**src/mcu_pkg.sv**
```systemverilog
`default_nettype none

package mcu_pkg;

	// bus and table sizes
	localparam int data_w       = 32;
	localparam int table_addr_w = 10; // word address into the data-slot table

	// upper address half of the peripheral page
	localparam logic [15:0] periph_page = 16'hffff;

	// register offsets inside the page, low 16 address bits
	localparam logic [15:0] off_slot_id     = 16'hff80;
	localparam logic [15:0] off_slot_bridge = 16'hff84;
	localparam logic [15:0] off_slot_length = 16'hff88;
	localparam logic [15:0] off_slot_offset = 16'hff8c;
	localparam logic [15:0] off_slot_ctrl   = 16'hff90; // wr: {write, read} pulses, rd: status
	localparam logic [15:0] off_reset_out   = 16'hffa4;
	localparam logic [15:0] off_int_status  = 16'hffb0; // read clears pending
	localparam logic [15:0] off_update_id   = 16'hffb4;
	localparam logic [15:0] off_update_size = 16'hffb8;
	localparam logic [15:0] off_timer       = 16'hffc8; // wr bit 0 clears
	localparam logic [15:0] off_hps_io      = 16'hffd0;

	// clk_sys cycles per millisecond tick, small for simulation
	localparam int ms_prescale = 100;
	localparam int presc_w     = $clog2(ms_prescale);
	localparam logic [presc_w-1:0] presc_last = presc_w'(ms_prescale - 1);

	// one cpu bus request, write when any bytesel bit is set
	typedef struct packed {
		logic [data_w-1:0] addr;
		logic [data_w-1:0] wdata;
		logic [3:0]        bytesel;
	} bus_req_t;

	// decoded access target
	typedef enum logic [3:0] {
		sel_table,
		sel_slot_id,
		sel_slot_bridge,
		sel_slot_length,
		sel_slot_offset,
		sel_slot_ctrl,
		sel_reset_out,
		sel_int_status,
		sel_update_id,
		sel_update_size,
		sel_timer,
		sel_hps_io,
		sel_none
	} periph_sel_e;

	typedef struct packed {
		periph_sel_e             sel;
		logic                    wr;
		logic [data_w-1:0]       wdata;
		logic [table_addr_w-1:0] table_addr;
	} access_t;

	// status back from the data-slot side, read as {ack, done, err}
	typedef struct packed {
		logic       ack;
		logic       done;
		logic [2:0] err;
	} slot_status_t;

	typedef struct packed {
		logic [15:0]       id;
		logic [data_w-1:0] slotoffset;
		logic [data_w-1:0] bridgeaddr;
		logic [data_w-1:0] length;
		logic              read;  // one-cycle pulse
		logic              write; // one-cycle pulse
	} slot_cmd_t;

	// hps parallel port
	typedef struct packed {
		logic [15:0] dout;
		logic        strobe;
		logic        fpga;
		logic        uio;
	} hps_out_t;

	typedef struct packed {
		logic [15:0] din;
		logic        wide;    // 1 = 16 bit, 0 = 8 bit
		logic        io_wait;
	} hps_in_t;

endpackage

`default_nettype wire

```
**src/mcu_bus_decode.sv**
```systemverilog
`timescale 1ns/1ps
`default_nettype none

module mcu_bus_decode (
	input  wire logic             clk_sys,
	input  wire logic             reset_n,
	input  wire logic             req,
	input  wire logic             ack,
	input  wire mcu_pkg::bus_req_t bus_req,
	output mcu_pkg::access_t      acc,
	output logic                  acc_valid
);

	logic              busy;      // one access in flight
	logic              req_valid; // request latched, not yet classified
	mcu_pkg::bus_req_t req_q;
	logic              accept;

	// map an address onto its target
	function automatic mcu_pkg::periph_sel_e classify(input logic [mcu_pkg::data_w-1:0] addr);
		mcu_pkg::periph_sel_e sel;
		sel = mcu_pkg::sel_none;
		if (addr[31:16] == mcu_pkg::periph_page) begin
			if (addr[15:12] == 4'h0) begin
				sel = mcu_pkg::sel_table; // whole low 4k is the table window
			end else begin
				case (addr[15:0])
					mcu_pkg::off_slot_id:     sel = mcu_pkg::sel_slot_id;
					mcu_pkg::off_slot_bridge: sel = mcu_pkg::sel_slot_bridge;
					mcu_pkg::off_slot_length: sel = mcu_pkg::sel_slot_length;
					mcu_pkg::off_slot_offset: sel = mcu_pkg::sel_slot_offset;
					mcu_pkg::off_slot_ctrl:   sel = mcu_pkg::sel_slot_ctrl;
					mcu_pkg::off_reset_out:   sel = mcu_pkg::sel_reset_out;
					mcu_pkg::off_int_status:  sel = mcu_pkg::sel_int_status;
					mcu_pkg::off_update_id:   sel = mcu_pkg::sel_update_id;
					mcu_pkg::off_update_size: sel = mcu_pkg::sel_update_size;
					mcu_pkg::off_timer:       sel = mcu_pkg::sel_timer;
					mcu_pkg::off_hps_io:      sel = mcu_pkg::sel_hps_io;
					default:                  sel = mcu_pkg::sel_none; // unmapped hole
				endcase
			end
		end
		return sel;
	endfunction

	assign accept = req && !busy; // first edge req is seen

	always_ff @(posedge clk_sys or negedge reset_n) begin
		if (!reset_n) begin
			busy      <= 1'b0;
			req_valid <= 1'b0;
			acc_valid <= 1'b0;
		end else begin
			if (accept)
				busy <= 1'b1;
			else if (ack)
				busy <= 1'b0; // cpu drops req after this
			req_valid <= accept;
			acc_valid <= req_valid;
		end
	end

	// request payload, then the classified access
	always_ff @(posedge clk_sys) begin
		if (accept)
			req_q <= bus_req;
		if (req_valid) begin
			acc.sel        <= classify(req_q.addr);
			acc.wr         <= |req_q.bytesel;
			acc.wdata      <= req_q.wdata;
			acc.table_addr <= req_q.addr[11:2]; // word address
		end
	end

	// one access pulse per request, ack lands two cycles later
	a_one_access: assert property (@(posedge clk_sys) disable iff (!reset_n)
		acc_valid |=> (!acc_valid ##1 (!acc_valid && ack)));

endmodule

`default_nettype wire

```
**src/mcu_slot_regs.sv**
```systemverilog
`timescale 1ns/1ps
`default_nettype none

module mcu_slot_regs (
	input  wire logic                                clk_sys,
	input  wire logic                                reset_n,
	input  wire mcu_pkg::access_t                    acc,
	input  wire logic                                acc_valid,
	input  wire mcu_pkg::slot_status_t               slot_status,
	input  wire logic                                dataslot_update,
	input  wire logic [15:0]                         dataslot_update_id,
	input  wire logic [mcu_pkg::data_w-1:0]          dataslot_update_size,
	output mcu_pkg::slot_cmd_t                       slot_cmd,
	output logic                                     cpu_int,
	output logic                                     reset_out,
	output logic [mcu_pkg::table_addr_w-1:0]         datatable_addr,
	output logic                                     datatable_wren,
	output logic [mcu_pkg::data_w-1:0]               datatable_data,
	input  wire logic [mcu_pkg::data_w-1:0]          datatable_q,
	output logic [mcu_pkg::data_w-1:0]               rd_slot
);

	logic                       wr_acc, rd_acc;
	logic                       int_pending;
	logic [15:0]                upd_id_q;   // id at last update
	logic [mcu_pkg::data_w-1:0] upd_size_q; // size at last update
	logic                       int_rd;

	assign wr_acc = acc_valid && acc.wr;
	assign rd_acc = acc_valid && !acc.wr;
	assign int_rd = rd_acc && (acc.sel == mcu_pkg::sel_int_status);

	// table ram port, ram registers q on the same edge the write lands
	assign datatable_addr = acc.table_addr;
	assign datatable_data = acc.wdata;
	assign datatable_wren = wr_acc && (acc.sel == mcu_pkg::sel_table);

	assign cpu_int = int_pending;

	always_ff @(posedge clk_sys or negedge reset_n) begin
		if (!reset_n) begin
			slot_cmd   <= '0;
			reset_out  <= 1'b0;
		end else begin
			slot_cmd.read  <= 1'b0; // pulses, default low
			slot_cmd.write <= 1'b0;
			if (wr_acc) begin
				case (acc.sel)
					mcu_pkg::sel_slot_id:     slot_cmd.id         <= acc.wdata[15:0];
					mcu_pkg::sel_slot_bridge: slot_cmd.bridgeaddr <= acc.wdata;
					mcu_pkg::sel_slot_length: slot_cmd.length     <= acc.wdata;
					mcu_pkg::sel_slot_offset: slot_cmd.slotoffset <= acc.wdata;
					mcu_pkg::sel_slot_ctrl:
						{slot_cmd.write, slot_cmd.read} <= acc.wdata[1:0];
					mcu_pkg::sel_reset_out:   reset_out <= acc.wdata[0];
					default: ; // other targets or read-only regs
				endcase
			end
		end
	end

	// update interrupt, a new update beats the clearing read
	always_ff @(posedge clk_sys or negedge reset_n) begin
		if (!reset_n) begin
			int_pending <= 1'b0;
			upd_id_q    <= '0;
			upd_size_q  <= '0;
		end else if (dataslot_update) begin
			int_pending <= 1'b1;
			upd_id_q    <= dataslot_update_id;
			upd_size_q  <= dataslot_update_size;
		end else if (int_rd) begin
			int_pending <= 1'b0;
		end
	end

	// read word for our own selects, pre-edge values
	always_ff @(posedge clk_sys) begin
		if (rd_acc) begin
			case (acc.sel)
				mcu_pkg::sel_slot_id:     rd_slot <= {16'h0, slot_cmd.id};
				mcu_pkg::sel_slot_bridge: rd_slot <= slot_cmd.bridgeaddr;
				mcu_pkg::sel_slot_length: rd_slot <= slot_cmd.length;
				mcu_pkg::sel_slot_offset: rd_slot <= slot_cmd.slotoffset;
				mcu_pkg::sel_slot_ctrl:   rd_slot <= {27'h0, slot_status}; // {ack, done, err}
				mcu_pkg::sel_reset_out:   rd_slot <= {31'h0, reset_out};
				mcu_pkg::sel_int_status:  rd_slot <= {31'h0, int_pending};
				mcu_pkg::sel_update_id:   rd_slot <= {16'h0, upd_id_q};
				mcu_pkg::sel_update_size: rd_slot <= upd_size_q;
				mcu_pkg::sel_table:       rd_slot <= datatable_q; // unused by return path
				default:                  rd_slot <= '0;
			endcase
		end
	end

	// command pulses never stretch
	a_cmd_pulse: assert property (@(posedge clk_sys) disable iff (!reset_n)
		(slot_cmd.read || slot_cmd.write) |=> !(slot_cmd.read || slot_cmd.write));

endmodule

`default_nettype wire

```
**src/mcu_ms_timer.sv**
```systemverilog
`timescale 1ns/1ps
`default_nettype none

module mcu_ms_timer (
	input  wire logic                       clk_sys,
	input  wire logic                       reset_n,
	input  wire mcu_pkg::access_t           acc,
	input  wire logic                       acc_valid,
	output logic [mcu_pkg::data_w-1:0]      rd_timer
);

	logic [mcu_pkg::presc_w-1:0] presc;    // cycles inside current ms
	logic [mcu_pkg::data_w-1:0]  ms_count;
	logic                        tick;     // last cycle of a ms
	logic                        clr;
	logic                        timer_hit;

	assign timer_hit = acc_valid && (acc.sel == mcu_pkg::sel_timer);
	assign clr       = timer_hit && acc.wr && acc.wdata[0];
	assign tick      = (presc == mcu_pkg::presc_last);

	always_ff @(posedge clk_sys or negedge reset_n) begin
		if (!reset_n) begin
			presc    <= '0;
			ms_count <= '0;
		end else if (clr) begin
			presc    <= '0; // clear both together
			ms_count <= '0;
		end else if (tick) begin
			presc    <= '0;
			ms_count <= ms_count + 1'b1;
		end else begin
			presc <= presc + 1'b1;
		end
	end

	// sample includes the edge of the read itself
	always_ff @(posedge clk_sys) begin
		if (timer_hit && !acc.wr)
			rd_timer <= tick ? ms_count + 1'b1 : ms_count;
	end

endmodule

`default_nettype wire

```
**src/mcu_hps_io.sv**
```systemverilog
`timescale 1ns/1ps
`default_nettype none

module mcu_hps_io (
	input  wire logic                       clk_sys,
	input  wire logic                       reset_n,
	input  wire mcu_pkg::access_t           acc,
	input  wire logic                       acc_valid,
	input  wire mcu_pkg::hps_in_t           hps_in,
	output mcu_pkg::hps_out_t               hps_out,
	output logic [mcu_pkg::data_w-1:0]      rd_hps
);

	logic        hps_hit;
	logic [15:0] dout_q;
	logic        io_clk;           // cpu driven transfer clock
	logic        io_ss0, io_ss1, io_ss2;
	logic        rack;             // io_clk seen by the far side
	logic        io_ack;

	assign hps_hit = acc_valid && (acc.sel == mcu_pkg::sel_hps_io);

	always_ff @(posedge clk_sys or negedge reset_n) begin
		if (!reset_n) begin
			dout_q <= '0;
			io_clk <= 1'b0;
			io_ss0 <= 1'b0;
			io_ss1 <= 1'b0;
			io_ss2 <= 1'b0;
		end else if (hps_hit && acc.wr) begin
			dout_q <= acc.wdata[15:0];
			io_clk <= acc.wdata[17];
			io_ss0 <= acc.wdata[18];
			io_ss1 <= acc.wdata[19];
			io_ss2 <= acc.wdata[20];
		end
	end

	// handshake only moves when the far side is not waiting, or mid strobe
	always_ff @(posedge clk_sys or negedge reset_n) begin
		if (!reset_n) begin
			rack   <= 1'b0;
			io_ack <= 1'b0;
		end else if (!hps_in.io_wait || hps_out.strobe) begin
			rack   <= io_clk;
			io_ack <= rack;
		end
	end

	assign hps_out.dout   = dout_q;
	assign hps_out.strobe = io_clk & ~rack; // high until rack catches up
	assign hps_out.fpga   = io_ss0 & ~io_ss1; // command to fpga
	assign hps_out.uio    = io_ss2 & ~io_ss1; // broadcast

	always_ff @(posedge clk_sys) begin
		if (hps_hit && !acc.wr)
			rd_hps <= {14'h0, io_ack, hps_in.wide, hps_in.din};
	end

	// strobe is a single cycle pulse whatever io_wait does
	a_strobe_pulse: assert property (@(posedge clk_sys) disable iff (!reset_n)
		hps_out.strobe |=> !hps_out.strobe);

endmodule

`default_nettype wire

```
**src/mcu_read_return.sv**
```systemverilog
`timescale 1ns/1ps
`default_nettype none

module mcu_read_return (
	input  wire logic                       clk_sys,
	input  wire logic                       reset_n,
	input  wire mcu_pkg::access_t           acc,
	input  wire logic                       acc_valid,
	input  wire logic [mcu_pkg::data_w-1:0] rd_slot,
	input  wire logic [mcu_pkg::data_w-1:0] rd_timer,
	input  wire logic [mcu_pkg::data_w-1:0] rd_hps,
	input  wire logic [mcu_pkg::data_w-1:0] datatable_q,
	output logic                            ack,
	output logic [mcu_pkg::data_w-1:0]      rdata
);

	mcu_pkg::periph_sel_e       sel_q; // lines up with target read words
	logic                       wr_q;
	logic                       valid_q;
	logic [mcu_pkg::data_w-1:0] rd_word;

	always_ff @(posedge clk_sys or negedge reset_n) begin
		if (!reset_n) begin
			valid_q <= 1'b0;
			ack     <= 1'b0;
		end else begin
			valid_q <= acc_valid;
			ack     <= valid_q; // single cycle by construction
		end
	end

	always_ff @(posedge clk_sys) begin
		if (acc_valid) begin
			sel_q <= acc.sel;
			wr_q  <= acc.wr;
		end
	end

	// pick the target word, writes read back 0
	always_comb begin
		rd_word = '0;
		if (!wr_q) begin
			case (sel_q)
				mcu_pkg::sel_table:       rd_word = datatable_q; // ram answered last edge
				mcu_pkg::sel_slot_id,
				mcu_pkg::sel_slot_bridge,
				mcu_pkg::sel_slot_length,
				mcu_pkg::sel_slot_offset,
				mcu_pkg::sel_slot_ctrl,
				mcu_pkg::sel_reset_out,
				mcu_pkg::sel_int_status,
				mcu_pkg::sel_update_id,
				mcu_pkg::sel_update_size: rd_word = rd_slot;
				mcu_pkg::sel_timer:       rd_word = rd_timer;
				mcu_pkg::sel_hps_io:      rd_word = rd_hps;
				default:                  rd_word = '0; // off page or hole
			endcase
		end
	end

	always_ff @(posedge clk_sys) begin
		if (valid_q)
			rdata <= rd_word;
	end

	a_ack_pulse: assert property (@(posedge clk_sys) disable iff (!reset_n)
		ack |=> !ack);

endmodule

`default_nettype wire

```
**src/mcu_periph_bus.sv**
```systemverilog
`timescale 1ns/1ps
`default_nettype none

module mcu_periph_bus (
	input  wire logic                               clk_sys,
	input  wire logic                               reset_n,
	// cpu bus
	input  wire mcu_pkg::bus_req_t                  bus_req,
	input  wire logic                               req,
	output logic                                    ack,
	output logic [mcu_pkg::data_w-1:0]              rdata,
	// data-slot table ram
	output logic [mcu_pkg::table_addr_w-1:0]        datatable_addr,
	output logic                                    datatable_wren,
	output logic [mcu_pkg::data_w-1:0]              datatable_data,
	input  wire logic [mcu_pkg::data_w-1:0]         datatable_q,
	// data-slot side
	output mcu_pkg::slot_cmd_t                      slot_cmd,
	input  wire mcu_pkg::slot_status_t              slot_status,
	input  wire logic                               dataslot_update,
	input  wire logic [15:0]                        dataslot_update_id,
	input  wire logic [mcu_pkg::data_w-1:0]         dataslot_update_size,
	output logic                                    cpu_int,
	output logic                                    reset_out,
	// hps port
	output mcu_pkg::hps_out_t                       hps_out,
	input  wire mcu_pkg::hps_in_t                   hps_in
);

	mcu_pkg::access_t           acc;
	logic                       acc_valid;
	logic [mcu_pkg::data_w-1:0] rd_slot;
	logic [mcu_pkg::data_w-1:0] rd_timer;
	logic [mcu_pkg::data_w-1:0] rd_hps;

	mcu_bus_decode i_mcu_bus_decode (
		.clk_sys   (clk_sys),
		.reset_n   (reset_n),
		.req       (req),
		.ack       (ack),
		.bus_req   (bus_req),
		.acc       (acc),
		.acc_valid (acc_valid)
	);

	mcu_slot_regs i_mcu_slot_regs (
		.clk_sys              (clk_sys),
		.reset_n              (reset_n),
		.acc                  (acc),
		.acc_valid            (acc_valid),
		.slot_status          (slot_status),
		.dataslot_update      (dataslot_update),
		.dataslot_update_id   (dataslot_update_id),
		.dataslot_update_size (dataslot_update_size),
		.slot_cmd             (slot_cmd),
		.cpu_int              (cpu_int),
		.reset_out            (reset_out),
		.datatable_addr       (datatable_addr),
		.datatable_wren       (datatable_wren),
		.datatable_data       (datatable_data),
		.datatable_q          (datatable_q),
		.rd_slot              (rd_slot)
	);

	mcu_ms_timer i_mcu_ms_timer (
		.clk_sys   (clk_sys),
		.reset_n   (reset_n),
		.acc       (acc),
		.acc_valid (acc_valid),
		.rd_timer  (rd_timer)
	);

	mcu_hps_io i_mcu_hps_io (
		.clk_sys   (clk_sys),
		.reset_n   (reset_n),
		.acc       (acc),
		.acc_valid (acc_valid),
		.hps_in    (hps_in),
		.hps_out   (hps_out),
		.rd_hps    (rd_hps)
	);

	mcu_read_return i_mcu_read_return (
		.clk_sys     (clk_sys),
		.reset_n     (reset_n),
		.acc         (acc),
		.acc_valid   (acc_valid),
		.rd_slot     (rd_slot),
		.rd_timer    (rd_timer),
		.rd_hps      (rd_hps),
		.datatable_q (datatable_q),
		.ack         (ack),
		.rdata       (rdata)
	);

endmodule

`default_nettype wire

```
**config.mk**
```make
export PLATFORM = sky130hd
export DESIGN_NAME = mcu_periph_bus
export DESIGN_NICKNAME = d
export VERILOG_FILES = /design/src/mcu_pkg.sv /design/src/mcu_bus_decode.sv /design/src/mcu_slot_regs.sv /design/src/mcu_ms_timer.sv /design/src/mcu_hps_io.sv /design/src/mcu_read_return.sv /design/src/mcu_periph_bus.sv
export SDC_FILE = /design/constraint.sdc
export NUM_CORES = 1
export LEC_CHECK = 0
export BUFFER_PORTS_ARGS = -buffer_cell sky130_fd_sc_hd__buf_2
export CAP_MARGIN = 20
export CORE_MARGIN = 5
export CORE_UTILIZATION = 34
export CTS_CLUSTER_SIZE = 30
export DETAILED_ROUTE_END_ITERATION = 10
export GPL_TIMING_DRIVEN = 0
export HOLD_SLACK_MARGIN = 0.03
export SLEW_MARGIN = 40
export SYNTH_ARGS = -nofsm -noshare
export SYNTH_HDL_FRONTEND = slang
export SYNTH_SLANG_ARGS = --single-unit
```
**constraint.sdc**
```tcl
create_clock -name clk_sys -period 7.89 [get_ports clk_sys]
set_input_delay 1.1835 -clock clk_sys [delete_from_list [all_inputs] [get_ports clk_sys]]
set_output_delay 1.1835 -clock clk_sys [all_outputs]
set_load 0.005 [all_outputs]
```
==> impl_metrics.toml <==
[yosys]
syn_area_mm2 = 0.0185
avgSynthCellArea_um2 = 15.2
ys_ff_latch = 464
synthTopCellsByArea = "edfxtp_1 38%, dfrtp_1 31%, mux2_2 11%"
synth_top_area_share_pct = 38.0
ys_seq_area_share_pct = 69.2
synth_warnings = 0
synth-async-reset-ratio_pct = 49.6
yosysTopAreaCell = "edfxtp_1"
synth-main-ff-cell = "edfxtp_1"
syn-num-nets = 1389
syn_inst = 1212
synth_edf_count = 234
yosysUniqueCellTypes = 55

[floorplanning]
dieArea_mm2 = 0.0591
ios = 386
coreArea_mm2 = 0.0538
die_h_um = 243
die_w_um = 243
initial_utilization_pct = 34.3
core.rowCount = 85

[layout]
final_common_cell = "buf_2"
final_layout_size_suffix_gt1_share_pct = 43.8
num-fill-cells = 4971
syn_to_final_growth_pct = 25.6
register_area_mm2 = 0.0128
fin_util_pct = 43.2
multi_input_area_mm2 = 0.00516
fin_nets = 1841
post_layout_nonfiller_instances = 2409
final_cell_mix = "407 x buf_2, 234 x edfxtp_1, 228 x dfrtp_1"

[worst_hold_path]
holdPathEnd = "i_mcu_bus_decode.acc[27]$_DFFE_PP_"
hold_start = "i_mcu_bus_decode.req_q[21]$_DFFE_PP_"
hp-class = "reg -> reg"
hold_depth = 0

[global_route]
grt_overflow = 0
grt_pass1_vias = 13100
grt_max_degree = 71
antenna_found_initial = 17
grt_first_pass_wirelength_mm = 89.3
grt_use_total_pct = 20.2

[worst_setup_path]
worst-setup-path-type = "reg -> out"
reg2reg_from = "i_mcu_bus_decode.acc[45]$_SDFFCE_PP1P_"
cp.arrival_ns = 2.97
endpoint_kind = "output pin"
path_delay_family = "buffers and inverters"
critPathLaunchType = "register"
path_cells = "buf_2 > nor4_2 > buf_2 > clkbuf_2 > and3_1 > buf_2"
r2r_end = "i_mcu_slot_regs.rd_slot[23]$_DFFE_PP_"
critPathSlowestCell = "nor4_2"
worstPathMaxFanout = 10
cpMostUsedCell = "buf_2"
crit_required_ns = 6.71
reg2reg_depth = 7
cpPeakStageDelay_ns = 0.53
rrSetupSlack_ns = 5.05
path_buf_inv = 4

[clock_network]
clock_path_buffers = 3
post_cts_buffers = 0
htreeDepth = 2
clk_latency_ns = 0.59
cts_hold_buf = 0
cts.sinks = 464
cts.clk_slew.worst_paths_ns = 0.06
cts_resized = 0
cts-root-buf = "clkbuf_16"
cts_tree = "done"
numCtsBuffers = 50

[timing]
slew_headroom_pct = 40.7
timing.fmax_ghz = 0.241
setup_tns_ns = 0
finalHoldViolCount = 0
fin_skew_ns = 0.0236
period_minus_slack_ns = 4.16
setup_violations = 0
finalMaxSlewViolations = 0
tightest_slew_ns = 0.890
fin_crit_sh_pct = 52.7
rsz0062_at_grt = "false"

[route]
vias = 12600
drt_iter0_markers = 1329
wl_per_cell_um = 25.6
first_pass_iters = 8
post_drt_via_cell_ratio = 5.21
drcViolationCount = 0
finalWirelength_mm = 61.6
ant_nets = 0

[placed_design]
placed_cells = 2308
port-buffer-count = 384
place_hpwl_mm = 45.4
place.gp.congestion = 0.838

[power_and_ir_drop]
total_leakage_power_nw = 10.2
ir_drop_uv = 188
cellPowerDensity_mw_per_mm2 = 229

[status]
status = "finished, final reports clean"

[flow_run]
cap_violations = 0
==> per-layer routing <==
metal  track usage (%)  up-vias  wire, um
li1                  -     5520         -
met1              25.9     6359     25000
met2              33.1      536     29800
met3              5.03      128      4420
met4              8.26       18      2280
met5                 0        -        96
==> worst max path at each step <==
stage	startpoint	endpoint	slack, ns	depth (start not counted)
5_1_grt	i_mcu_bus_decode.acc[46]$_SDFFCE_PP1P_	datatable_wren	3.59	6
6_report	i_mcu_bus_decode.acc[46]$_SDFFCE_PP1P_	datatable_wren	3.73	6
4_1_cts	i_mcu_bus_decode.acc[46]$_SDFFCE_PP1P_	datatable_wren	3.66	6
3_5_place_dp	i_mcu_bus_decode.acc[46]$_SDFFCE_PP1P_	datatable_wren	4.31	6
3_3_place_gp	req	i_mcu_bus_decode.req_valid$_DFF_PN0_	1.15	2
2_1_floorplan	req	i_mcu_bus_decode.req_q[0]$_DFFE_PP_	3.19	1
==> state kept, by name, summed over array words and instances, names as in the netlist, 4 cells and up <==
register and count:
i_mcu_bus_decode.acc 47, i_mcu_ms_timer.presc 7, i_mcu_read_return.rdata 32, i_mcu_hps_io.dout_q 16
i_mcu_slot_regs.upd_size_q 32, i_mcu_hps_io.rd_hps 18, i_mcu_bus_decode.req_q 68, i_mcu_ms_timer.rd_timer 32
i_mcu_slot_regs.slot_cmd 114, i_mcu_read_return.sel_q 4, i_mcu_slot_regs.rd_slot 32, i_mcu_ms_timer.ms_count 32
i_mcu_slot_regs.upd_id_q 16
==> power by group <==
group | leakage [nW] | switching (mW) | internal [mW]
sequential | 5.26 | 0.0752 | 2.65
clock | 0.788 | 0.959 | 1.35
combinational | 4.13 | 0.152 | 0.141
==> worst reg2reg max path: stages, from the launching register on <==
cell and delay [ns]:
edfxtp_1 0.40, buf_2 0.20, clkbuf_1 0.26, nor3_1 0.28
buf_2 0.44, buf_1 0.69, a22oi_1 0.29, nand2_1 0.14
==> synthesized netlist by cell type (30+ instances only) <==
master      n
a21oi_1    30
a222oi_1   62
a22oi_1    47
and2_1     31
buf_4      42
clkbuf_1   42
dfrtp_1   230
edfxtp_1  234
mux2_2    177
nand2_1    63
nand3_1    30
nor2_1     38
xnor2_1    30
==> kinds of logic after synthesis <==
group | count (synthesis) | synth area share [%]
flops | 464 | 69.2
buf+inv | 110 | 3.24
fa+ha+maj | 2 | 0.135
mux | 182 | 11.1
xor+xnor | 36 | 1.71
compound gates | 162 | 6.96
simple gates | 256 | 7.72
==> cell type report <==
cell class / instances / area share (%)
sequential: 464 / 55.1
multi-input combinational: 638 / 22.2
timing repair buffer: 400 / 9.33
clock buffer: 76 / 6.16
tap: 696 / 3.75
buffer: 106 / 2.58
clock inverter: 17 / 0.711
antenna: 8 / 0.0862
inverter: 4 / 0.0754
==> stage by stage <==
step	setup slack [ns]	power, mW	area [um^2]	hold WS (ns)
2_1_floorplan	3.19	2.88	18500	0.400
3_3_place_gp	1.15	3.04	21300	0.402
3_5_place_dp	4.31	3.06	21600	0.405
4_1_cts	3.66	5.38	23200	0.415
5_1_grt	3.59	5.51	23200	0.416
6_report	3.73	5.32	23200	0.414
Power figures use the tool's default switching activity.
